$ cat src/sat_macros.svh
`ifndef SAT_MACROS_SVH
`define SAT_MACROS_SVH

// Clause shape
`define SAT_LITS 4 // Literal cells chained in one clause
`define SAT_SLOT_W 2 // Width of a slot index into the clause

// Variable store
`define SAT_VARS 8 // Boolean variables held in the store
`define SAT_VAR_W 3 // Width of a variable index

// Free literal count, saturates at 3 which reads as three or more
`define SAT_CNT_W 2

`endif

$ cat src/sat_pkg.sv
package sat_pkg;

	// State of a variable, also used for the value of a literal
	typedef enum logic [1:0] {
		FREE = 2'd0,
		FALSE = 2'd1,
		TRUE = 2'd2,
		CONFLICT = 2'd3
	} lit_state_t;

	// Value of a literal given its variable state and its sign
	function automatic lit_state_t lit_eval(input lit_state_t state, input logic neg);
		lit_state_t val;
		case (state)
			FREE: val = FREE;
			TRUE: val = neg ? FALSE : TRUE;
			FALSE: val = neg ? TRUE : FALSE;
			default: val = FALSE; // A conflicting variable never satisfies a literal
		endcase
		return val;
	endfunction

	// Variable state that makes a literal of the given sign true
	function automatic lit_state_t lit_true_state(input logic neg);
		lit_state_t val;
		val = neg ? FALSE : TRUE;
		return val;
	endfunction

endpackage

$ cat src/lit_cell.sv
`timescale 1ns/10ps
`include "sat_macros.svh"

module lit_cell (
	input logic clk,
	input logic reset_i,
	input logic wr_i,
	input logic neg_i,
	input logic used_i,
	input sat_pkg::lit_state_t var_state_i,
	input logic [`SAT_CNT_W-1:0] freelitcnt_pre_i,
	input logic sat_pre_i,
	input logic imp_drv_i,
	input logic cclause_drv_i,
	output logic [`SAT_CNT_W-1:0] freelitcnt_next_o,
	output logic sat_next_o,
	output logic imp_valid_o,
	output sat_pkg::lit_state_t imp_state_o,
	output logic cclause_o
);

	import sat_pkg::*;

	localparam logic [`SAT_CNT_W-1:0] CNT_MAX = '1;

	logic neg_q;
	logic used_q;
	lit_state_t lit_val;
	logic lit_free;
	logic lit_true;

	// Sign of the literal, only meaningful while used_q is set
	always_ff @(posedge clk)
	begin
		if (wr_i)
		begin
			neg_q <= neg_i;
		end
	end

	always_ff @(posedge clk)
	begin
		if (reset_i)
		begin
			used_q <= 1'b0; // Every slot starts empty
		end
		else if (wr_i)
		begin
			used_q <= used_i;
		end
	end

	assign lit_val = lit_eval(var_state_i, neg_q);
	assign lit_free = used_q && (lit_val == FREE);
	assign lit_true = used_q && (lit_val == TRUE); // Unused slot reads as false

	// Count up free literals along the chain, holding at the top value
	always_comb
	begin
		if (lit_free && (freelitcnt_pre_i != CNT_MAX))
		begin
			freelitcnt_next_o = freelitcnt_pre_i + 1'b1;
		end
		else
		begin
			freelitcnt_next_o = freelitcnt_pre_i;
		end
	end

	assign sat_next_o = sat_pre_i | lit_true;

	// In a unit clause the one free literal forces its variable
	assign imp_valid_o = imp_drv_i & lit_free;
	assign imp_state_o = lit_true_state(neg_q);

	// Mark this literal as part of a conflicting clause
	assign cclause_o = cclause_drv_i & used_q;

	// The clause only drives an implication when no literal up to here is true
	a_imp_not_true: assert property (
		@(posedge clk) disable iff (reset_i)
		imp_valid_o |-> !(sat_pre_i || lit_true)
	);

endmodule

$ cat src/clause_cell.sv
`timescale 1ns/10ps
`include "sat_macros.svh"

module clause_cell (
	input logic clk,
	input logic reset_i,
	input logic load_we_i,
	input logic [`SAT_SLOT_W-1:0] load_slot_i,
	input logic [`SAT_VAR_W-1:0] load_var_i,
	input logic load_neg_i,
	input logic load_used_i,
	input logic [`SAT_VARS*$bits(sat_pkg::lit_state_t)-1:0] var_states_i,
	output logic imp_we_o,
	output logic [`SAT_VAR_W-1:0] imp_var_o,
	output sat_pkg::lit_state_t imp_state_o,
	output logic [`SAT_CNT_W-1:0] free_count_o,
	output logic clause_sat_o,
	output logic clause_unit_o,
	output logic clause_conflict_o,
	output logic [`SAT_LITS-1:0] conflict_mask_o
);

	import sat_pkg::*;

	localparam int unsigned STATE_W = $bits(lit_state_t);

	logic [`SAT_VAR_W-1:0] slot_var_q [`SAT_LITS];
	logic [`SAT_LITS-1:0] slot_used_q;
	logic [`SAT_LITS-1:0] slot_wr;
	lit_state_t slot_state [`SAT_LITS];
	logic [`SAT_CNT_W-1:0] cnt_chain [`SAT_LITS+1];
	logic [`SAT_LITS:0] sat_chain;
	logic [`SAT_LITS-1:0] imp_valid;
	lit_state_t cell_imp_state [`SAT_LITS];
	logic imp_drv;
	logic cclause_drv;

	// Chain head starts with nothing free and nothing true
	assign cnt_chain[0] = '0;
	assign sat_chain[0] = 1'b0;

	for (genvar k = 0; k < `SAT_LITS; k++)
	begin : g_slot
		assign slot_wr[k] = load_we_i && (load_slot_i == `SAT_SLOT_W'(k));

		// Variable index of the slot, qualified by slot_used_q
		always_ff @(posedge clk)
		begin
			if (slot_wr[k])
			begin
				slot_var_q[k] <= load_var_i;
			end
		end

		// Steer the state of the slot's variable to its cell
		assign slot_state[k] = lit_state_t'(var_states_i[slot_var_q[k]*STATE_W +: STATE_W]);

		lit_cell lit_cell_i (
			.clk(clk),
			.reset_i(reset_i),
			.wr_i(slot_wr[k]),
			.neg_i(load_neg_i),
			.used_i(load_used_i),
			.var_state_i(slot_state[k]),
			.freelitcnt_pre_i(cnt_chain[k]),
			.sat_pre_i(sat_chain[k]),
			.imp_drv_i(imp_drv),
			.cclause_drv_i(cclause_drv),
			.freelitcnt_next_o(cnt_chain[k+1]),
			.sat_next_o(sat_chain[k+1]),
			.imp_valid_o(imp_valid[k]),
			.imp_state_o(cell_imp_state[k]),
			.cclause_o(conflict_mask_o[k])
		);
	end

	// Used slots, needed to tell an empty clause from a conflicting one
	always_ff @(posedge clk)
	begin
		if (reset_i)
		begin
			slot_used_q <= '0;
		end
		else
		begin
			for (int k = 0; k < `SAT_LITS; k++)
			begin
				if (slot_wr[k])
				begin
					slot_used_q[k] <= load_used_i;
				end
			end
		end
	end

	assign free_count_o = cnt_chain[`SAT_LITS];
	assign clause_sat_o = sat_chain[`SAT_LITS];
	assign clause_unit_o = !clause_sat_o && (free_count_o == `SAT_CNT_W'(1));
	assign clause_conflict_o = !clause_sat_o && (free_count_o == '0) && (|slot_used_q);

	assign imp_drv = clause_unit_o;
	assign cclause_drv = clause_conflict_o;

	// Pick the single cell that holds the free literal
	always_comb
	begin
		imp_var_o = '0;
		imp_state_o = FREE;
		for (int k = 0; k < `SAT_LITS; k++)
		begin
			if (imp_valid[k])
			begin
				imp_var_o = slot_var_q[k];
				imp_state_o = cell_imp_state[k];
			end
		end
	end

	assign imp_we_o = |imp_valid;

	a_one_imp: assert property (@(posedge clk) disable iff (reset_i) $onehot0(imp_valid));

	// A unit clause must find its free literal somewhere in the chain
	a_unit_drives: assert property (
		@(posedge clk) disable iff (reset_i)
		clause_unit_o |-> imp_we_o
	);

endmodule

$ cat src/var_base.sv
`timescale 1ns/10ps
`include "sat_macros.svh"

module var_base (
	input logic clk,
	input logic reset_i,
	input logic clear_i,
	input logic assign_we_i,
	input logic [`SAT_VAR_W-1:0] assign_var_i,
	input sat_pkg::lit_state_t assign_state_i,
	input logic imp_we_i,
	input logic [`SAT_VAR_W-1:0] imp_var_i,
	input sat_pkg::lit_state_t imp_state_i,
	output logic [`SAT_VARS*$bits(sat_pkg::lit_state_t)-1:0] var_states_o
);

	import sat_pkg::*;

	localparam int unsigned STATE_W = $bits(lit_state_t);

	lit_state_t states_q [`SAT_VARS];
	logic [`SAT_VARS-1:0] assign_hit;
	logic [`SAT_VARS-1:0] imp_hit;

	for (genvar v = 0; v < `SAT_VARS; v++)
	begin : g_var
		assign assign_hit[v] = assign_we_i && (assign_var_i == `SAT_VAR_W'(v));

		// Implications only land on variables that are still open
		assign imp_hit[v] = imp_we_i && (imp_var_i == `SAT_VAR_W'(v)) && (states_q[v] == FREE);

		assign var_states_o[v*STATE_W +: STATE_W] = states_q[v];
	end

	always_ff @(posedge clk)
	begin
		if (reset_i)
		begin
			for (int v = 0; v < `SAT_VARS; v++)
			begin
				states_q[v] <= FREE;
			end
		end
		else if (clear_i)
		begin
			for (int v = 0; v < `SAT_VARS; v++)
			begin
				states_q[v] <= FREE; // Clear overrides any write in the same cycle
			end
		end
		else
		begin
			for (int v = 0; v < `SAT_VARS; v++)
			begin
				if (assign_hit[v])
				begin
					states_q[v] <= assign_state_i; // Decision beats implication
				end
				else if (imp_hit[v])
				begin
					states_q[v] <= imp_state_i;
				end
			end
		end
	end

	// The clause side must always force a definite value
	a_imp_not_free: assert property (
		@(posedge clk) disable iff (reset_i)
		imp_we_i |-> (imp_state_i != FREE)
	);

endmodule

$ cat src/clause_engine_top.sv
`timescale 1ns/10ps
`include "sat_macros.svh"

module clause_engine_top (
	input logic clk,
	input logic reset_i,
	input logic clear_i,
	input logic assign_we_i,
	input logic [`SAT_VAR_W-1:0] assign_var_i,
	input sat_pkg::lit_state_t assign_state_i,
	input logic load_we_i,
	input logic [`SAT_SLOT_W-1:0] load_slot_i,
	input logic [`SAT_VAR_W-1:0] load_var_i,
	input logic load_neg_i,
	input logic load_used_i,
	output logic [`SAT_VARS*$bits(sat_pkg::lit_state_t)-1:0] var_states_o,
	output logic [`SAT_CNT_W-1:0] free_count_o,
	output logic clause_sat_o,
	output logic clause_unit_o,
	output logic clause_conflict_o,
	output logic [`SAT_LITS-1:0] conflict_mask_o
);

	import sat_pkg::*;

	logic imp_we;
	logic [`SAT_VAR_W-1:0] imp_var;
	lit_state_t imp_state;

	var_base var_base_i (
		.clk(clk),
		.reset_i(reset_i),
		.clear_i(clear_i),
		.assign_we_i(assign_we_i),
		.assign_var_i(assign_var_i),
		.assign_state_i(assign_state_i),
		.imp_we_i(imp_we),
		.imp_var_i(imp_var),
		.imp_state_i(imp_state),
		.var_states_o(var_states_o)
	);

	// The clause reads the store directly and writes implications back
	clause_cell clause_cell_i (
		.clk(clk),
		.reset_i(reset_i),
		.load_we_i(load_we_i),
		.load_slot_i(load_slot_i),
		.load_var_i(load_var_i),
		.load_neg_i(load_neg_i),
		.load_used_i(load_used_i),
		.var_states_i(var_states_o),
		.imp_we_o(imp_we),
		.imp_var_o(imp_var),
		.imp_state_o(imp_state),
		.free_count_o(free_count_o),
		.clause_sat_o(clause_sat_o),
		.clause_unit_o(clause_unit_o),
		.clause_conflict_o(clause_conflict_o),
		.conflict_mask_o(conflict_mask_o)
	);

endmodule

$ cat config.mk
export PLATFORM = sky130hd
export DESIGN_NAME = clause_engine_top
export DESIGN_NICKNAME = d
export VERILOG_FILES = /design/src/sat_pkg.sv /design/src/lit_cell.sv /design/src/clause_cell.sv /design/src/var_base.sv /design/src/clause_engine_top.sv
export VERILOG_INCLUDE_DIRS = /design/src
export SDC_FILE = /design/constraint.sdc
export NUM_CORES = 1
export LEC_CHECK = 0
export BUFFER_PORTS_ARGS = -buffer_cell sky130_fd_sc_hd__buf_2
export CORE_MARGIN = 2
export CORE_UTILIZATION = 35
export DETAILED_ROUTE_END_ITERATION = 16
export PLACE_DENSITY_LB_ADDON = 0.2
export SLEW_MARGIN = 5
export SYNTH_ARGS = -nofsm -noshare
export SYNTH_HDL_FRONTEND = slang
export SYNTH_SLANG_ARGS = --single-unit
$ cat constraint.sdc
create_clock -name clk -period 4.6 [get_ports clk]
set_input_delay 0.92 -clock clk [delete_from_list [all_inputs] [get_ports clk]]
set_output_delay 0.92 -clock clk [all_outputs]
set_load 0.02 [all_outputs]
==> flow_metrics.env, run 1 <==
export IMPL_timing_final_ws_setup_ps=-258
export IMPL_synth_top_family_by_area="compound AO/OA/AOI/OAI gates"
export IMPL_p_comb_share_pct=23.5
export IMPL_use_met1_pct=28.1
export IMPL_clkTransAtPathRegs_ps=80
export IMPL_initial_core_util_pct=35.5
export IMPL_antenna_found_initial=0
export IMPL_yosys_area_share_simple_pct=21.3
export IMPL_place_ws_ps=7.62
export IMPL_synth_edf_count=32
export IMPL_post_synth_num_cell_types=61
export IMPL_core_sq_um=8090
export IMPL_busiest_layer="met2"
export IMPL_vias=2748
export IMPL_cts_tree="done"
export IMPL_synth_xor_area_share_pct=0
export IMPL_start_kind="flip-flop"
export IMPL_synthArstFlopShare_pct=0
export IMPL_hold_viol=0
export IMPL_fillers=804
export IMPL_antennaDiodeCount=0
export IMPL_clkPwrFrac_pct=31.3
export IMPL_synthTopCellsByArea="edfxtp_1 33%, mux4_2 7.8%, mux2i_1 4.9%"
export IMPL_total_power_mw=0.882
export IMPL_root_buffer="clkbuf_8"
export IMPL_pwr_share_seq_pct=45.2
export IMPL_ys_flop_type="edfxtp_1"
export IMPL_nets=376
export IMPL_yosys_area_share_adder_pct=1.31
export IMPL_std_cell_rows=33
export IMPL_yosysWarnings=0
export IMPL_netSwitchingPower_mw=0.261
export IMPL_tightest_slew_ps=1280
export IMPL_use_met3_pct=3.91
export IMPL_dr_pass1_iters=5
export IMPL_dp_hpwl_um=7250
export IMPL_drtIter0Drc=203
export IMPL_p_sw_share_pct=29.6
export IMPL_port_buffers=41
export IMPL_cts_num_sinks=36
export IMPL_ioPinCount=42
export IMPL_synth_cells=284
export IMPL_status="finished, violations left"
export IMPL_cts_buffer_depth=2
export IMPL_route_detailed_drc=0
export IMPL_grt_setup_unrepaired="true"
export IMPL_skew_ps=7.29
export IMPL_grt_pass1_vias=2561
export IMPL_die_w_um=94.6
export IMPL_crit_fanout=5
export IMPL_seq_area_frac_synth_pct=36.2
export IMPL_synth_seq_cells=36
export IMPL_drive_above_1_share_pct=36.1
export IMPL_place_gp_congestion=0.854
export IMPL_h_tree_depth=2
export IMPL_synth_compound_area_share_pct=21.3
export IMPL_syn_num_nets=304
export IMPL_netlist_area_sq_um=2870
export IMPL_yosys_mux_area_fraction_pct=15.8
export IMPL_wl_per_cell_um=19.9
export IMPL_fmax_ghz=0.206
export IMPL_syn_avg_cell_area_sq_um=10.1
export IMPL_synthDominantCellAreaShare_pct=33.4
export IMPL_leakagePower_nw=1.38
export IMPL_dieArea_sq_um=8950
export IMPL_worstSkewPairLatency_ps=290
export IMPL_slew_violations=0
export IMPL_required_ps=3680
export IMPL_area_growth_pct=28.4
export IMPL_grt_max_degree=16
export IMPL_grt_use_total_pct=21.2
export IMPL_die_h_um=94.6
export IMPL_grt_overflow_total=0
export IMPL_p_int_mw=0.621
export IMPL_violations="negative setup slack"
export IMPL_routed_via_density=5.95
export IMPL_grt_pass1_wl_um=14200
export IMPL_cp_arrival_ps=3940
export IMPL_crit_type="reg -> out"
export IMPL_mostFrequentLayoutCells="35 x buf_2, 34 x buf_4, 32 x edfxtp_1"
export IMPL_cts_buffers=5
export IMPL_wl_um=9210
export IMPL_relSlewSlack_pct=13.8
export IMPL_post_route_period_util_pct=106
export IMPL_holdBufCountCts=0
export IMPL_drv_cap=0
export IMPL_critPathCaptureType="output pin"
export IMPL_pwr_density_cell_nw_per_um2=239
export IMPL_finalSetupViolCount=6
export IMPL_antenna_left=0
export IMPL_finalCriticalPeriod_ps=4860
export IMPL_layout_commonest_cell="buf_2"
export IMPL_setup_tns_ps=-1390
export IMPL_met2_usage_pct=35.3
export IMPL_hp_class="reg -> reg"
export IMPL_peakVddDrop_mv=0.119
export IMPL_synth_top_area_cell="edfxtp_1"
layer usage:
metal,part of all wire [%],wire (um),vias to the layer above
met5,0,0,-
met4,1.8,168,0
met3,6.8,631,13
met2,48,4400,117
met1,44,4010,1328
li1,-,-,1290
power groups by stage:
stage	Clock [mW]	Combinational (mW)	Sequential, mW
finish	0.276	0.207	0.398
global route	0.297	0.222	0.400
CTS	0.281	0.201	0.398
detailed placement	0	0.188	0.405
global placement	0	0.186	0.405
floorplan	0	0.114	0.402
Yosys cell counts, types with 8 or more instances:
library cell,n
inv_1,9
mux4_2,10
nand3_1,16
edfxtp_1,32
mux2i_1,14
nand2_1,19
a22oi_1,8
nor2_1,21
worst max-delay path: stages (launching register included):
cell,delay [ps]
edfxtp_1,490
buf_4,180
mux2i_1,140
a22o_1,270
o211a_4,270
buf_6,130
inv_2,60
ha_1,130
and4b_1,200
or2_4,270
ha_4,150
nand2b_4,140
a2111o_1,340
o31a_1,160
nor4b_4,380
and2_4,210
buf_6,110
per-stage QoR:
step	instances	instance area, sq um	util [%]	hold WS (ps)
floorplan	284	2940	-	475
global placement	441	3380	41.7	533
detailed placement	441	3380	41.7	531
CTS	458	3620	44.8	555
global route	462	3690	45.6	613
finish	462	3690	45.6	574
state kept, by name, indices dropped and copies added, names as in the netlist:
signal,cells
clause_cell_i.g_slot.lit_cell_i.neg_q,4
clause_cell_i.slot_var_q,12
clause_cell_i.g_slot.lit_cell_i.used_q,3
clause_cell_i.slot_used_q,1
var_base_i.states_q,16
path summary, 6_finish.rpt:
check                                             from                                   endpoint  slack, ps  depth (start not counted)
max                     clause_cell_i.slot_var_q[0][0]                         conflict_mask_o[0]       -260                         16
min          clause_cell_i.g_slot[0].lit_cell_i.used_q  clause_cell_i.g_slot[0].lit_cell_i.used_q        570                          2
max reg2reg             clause_cell_i.slot_var_q[0][0]                  var_base_i.states_q[0][3]        250                         19
min reg2reg  clause_cell_i.g_slot[0].lit_cell_i.used_q  clause_cell_i.g_slot[0].lit_cell_i.used_q        570                          2
logic make-up (layout without fill, tap and decap cells):
logic type               after synthesis  in the layout
buffers and inverters                 24             97
AO/OA/AOI/OAI                         79             79
flip-flops                            36             36
multiplexers                          31             31
AND/OR/NAND/NOR                      111            111
adder cells (fa/ha/maj)                3              3
area by class of cell:
cell class / instances / area [sq um] / area share [%]
clock buffers: 5 / 68.8 / 1.87
well taps: 105 / 131 / 3.56
inverters: 11 / 41.3 / 1.12
repair buffers: 78 / 532 / 14.4
multi-input cells: 224 / 1840 / 49.8
flip-flops and latches: 36 / 1040 / 28.2
clock inverters: 3 / 37.5 / 1.02
repair_timing:
action	in CTS	in global routing
setup endpoints to repair	6	7
pin swaps	12	7
setup buffers	10	4
gates resized for setup	21	10
Power figures use the tool's default switching activity.
==> run 2: changes to the inputs <==
PLACE_DENSITY = 0.61   (was unset)
PLACE_DENSITY_LB_ADDON = unset   (was 0.2)
==> flow_metrics.env, run 2 (synthesis results as in run 1) <==
export IMPL_critPathCaptureType="output pin"
export IMPL_cp_slowest_cell="mux4_2"
export IMPL_cts_num_sinks=36
export IMPL_top_regs="var_base_i.states_q (16), clause_cell_i.slot_var_q (12), clause_cell_i.g_slot.lit_cell_i.neg_q (4)"
export IMPL_port_buffers=41
export IMPL_instances_no_fill=454
export IMPL_required_ps=3680
export IMPL_leakagePower_nw=1.32
export IMPL_root_buffer="clkbuf_8"
export IMPL_dr_pass1_iters=5
export IMPL_crit_chain="mux4_2 -> mux2i_4 -> o211ai_2 -> inv_2 -> ha_4 -> inv_4 -> nor2_1 -> and4_4 -> or2_4 -> inv_2 -> ha_4 -> a2111o_1 -> o31a_1 -> nor4b_4 -> and2_4 -> buf_6"
export IMPL_hp_start="clause_cell_i.g_slot[0].lit_cell_i.used_q"
export IMPL_rr_startpoint="clause_cell_i.slot_var_q[1][0]"
export IMPL_top_register="var_base_i.states_q"
export IMPL_grt_overflow_total=0
export IMPL_antenna_found_initial=0
export IMPL_netSwitchingPower_mw=0.261
export IMPL_finalSetupViolCount=6
export IMPL_violations="negative setup slack"
export IMPL_p_sw_share_pct=31.5
export IMPL_pwr_density_cell_nw_per_um2=231
export IMPL_pwr_share_seq_pct=48.0
export IMPL_relSlewSlack_pct=18.9
export IMPL_fmax_ghz=0.206
export IMPL_grt_setup_unrepaired="true"
export IMPL_holdPathStages=2
export IMPL_clkTransAtPathRegs_ps=70
export IMPL_place_ws_ps=-28.7
export IMPL_post_route_period_util_pct=105
export IMPL_status="finished, violations left"
export IMPL_total_power_mw=0.828
export IMPL_dp_hpwl_um=7210
export IMPL_antenna_left=0
export IMPL_place_gp_congestion=0.917
export IMPL_nets=368
export IMPL_critical_path_depth=16
export IMPL_tightest_slew_ps=1210
export IMPL_cts_buffer_depth=2
export IMPL_grt_use_total_pct=20.9
export IMPL_cts_buffers=5
export IMPL_cts_tree="done"
export IMPL_holdBufCountCts=0
export IMPL_p_comb_share_pct=24.4
export IMPL_worstSkewPairLatency_ps=300
export IMPL_initial_core_util_pct=35.5
export IMPL_ioPinCount=42
export IMPL_grt_max_degree=16
export IMPL_setup_tns_ps=-1310
export IMPL_grt_pass1_vias=2684
export IMPL_core_sq_um=8090
export IMPL_dieArea_sq_um=8950
export IMPL_slew_violations=0
export IMPL_utilization_pct=44.3
export IMPL_timing_final_ws_setup_ps=-250
export IMPL_p_int_mw=0.567
export IMPL_drv_cap=0
export IMPL_peakVddDrop_mv=0.131
export IMPL_start_kind="flip-flop"
export IMPL_layout_commonest_cell="buf_2"
export IMPL_final_cell_area_sq_um=3580
export IMPL_cp_arrival_ps=3930
export IMPL_largest_reg_flops=16
export IMPL_crit_fanout=5
export IMPL_std_cell_rows=33
export IMPL_h_tree_depth=2
export IMPL_antennaDiodeCount=0
export IMPL_wl_um=9070
export IMPL_finalCriticalPeriod_ps=4850
export IMPL_die_h_um=94.6
export IMPL_r2r_cells=18
export IMPL_drtIter0Drc=198
export IMPL_route_detailed_drc=0
export IMPL_drive_above_1_share_pct=34.4
export IMPL_place_area_sq_um=3380
export IMPL_critPathTopFamily="simple AND/OR/NAND/NOR gates"
export IMPL_rrSetupSlack_ps=340
export IMPL_skew_ps=3.53
export IMPL_wl_per_cell_um=20.0
export IMPL_r2r_end="var_base_i.states_q[0][3]"
export IMPL_critPathBufInv=4
export IMPL_vias=2717
export IMPL_crit_start="clause_cell_i.slot_var_q[1][0]"
export IMPL_area_growth_pct=24.7
export IMPL_whs_ps=556
export IMPL_crit_type="reg -> out"
export IMPL_mostFrequentLayoutCells="35 x buf_2, 32 x edfxtp_1, 29 x buf_4"
export IMPL_hp_class="reg -> reg"
export IMPL_clkPwrFrac_pct=27.6
export IMPL_slowest_delay_ps=570
export IMPL_fillers=798
export IMPL_whs_endpoint="clause_cell_i.g_slot[0].lit_cell_i.used_q"
export IMPL_die_w_um=94.6
export IMPL_post_place_cells=442
export IMPL_hold_viol=0
export IMPL_grt_pass1_wl_um=14100
export IMPL_routed_via_density=5.98
run 2: cell types whose count changed in the layout (fill, tap and decap cells not counted), moves of 2 or more:
| cell | before | now |
|---|---|---|
| nand2_2 | 0 | 2 |
| nand2_4 | 2 | 0 |
| buf_4 | 34 | 29 |
| buf_6 | 9 | 6 |
| clkbuf_1 | 0 | 2 |
| clkinv_1 | 2 | 0 |
run 2: worst reg2reg max path: stages (launching register included):
cell,delay [ps]
edfxtp_1,480
mux4_2,570
mux2i_4,190
o211ai_2,130
inv_2,100
ha_4,210
inv_4,50
nor2_1,30
and4_4,160
or2_4,220
inv_2,60
ha_4,180
a2111o_1,390
o31a_1,160
buf_4,160
a21oi_4,140
nand2_2,110
buf_4,200
o31ai_1,370
run 2: metal layers:
metal	vias to the layer above	track usage, %	wire length, um
li1	1271	-	-
met1	1308	27.0	4040
met2	123	34.2	4170
met3	15	5.35	652
met4	0	7.25	203
met5	-	0	0
run 2: timing repair:
item	CTS	global route
endpoints found under the setup margin	6	7
buffers inserted	2	2
hold endpoints to repair	0	0
gates resized for setup	13	12
pin swaps	10	5
run 2: how the worst max path moves through the flow:
stage                               endpoint  slack, ps
after floorplan           conflict_mask_o[0]       -180
after global placement    conflict_mask_o[1]        100
after detailed placement  conflict_mask_o[3]        -30
after CTS                 conflict_mask_o[3]       -240
after global routing      conflict_mask_o[2]       -470
final                     conflict_mask_o[0]       -250
run 2: cell type report:
class	instances	area [sq um]	area share, %
tap	105	131	3.66
sequential	36	1040	29.0
timing repair buffer	70	460	12.8
clock inverter	1	8.76	0.244
inverter	11	43.8	1.22
multi-input combinational	224	1820	50.9
clock buffer	7	76.3	2.13
run 2: power groups by stage:
stage | clock, mW | sequential, mW | combinational, mW
after floorplan | 0 | 0.402 | 0.114
after global placement | 0 | 0.404 | 0.186
after detailed placement | 0 | 0.405 | 0.189
after CTS | 0.231 | 0.398 | 0.195
after global routing | 0.247 | 0.400 | 0.217
final | 0.229 | 0.398 | 0.202
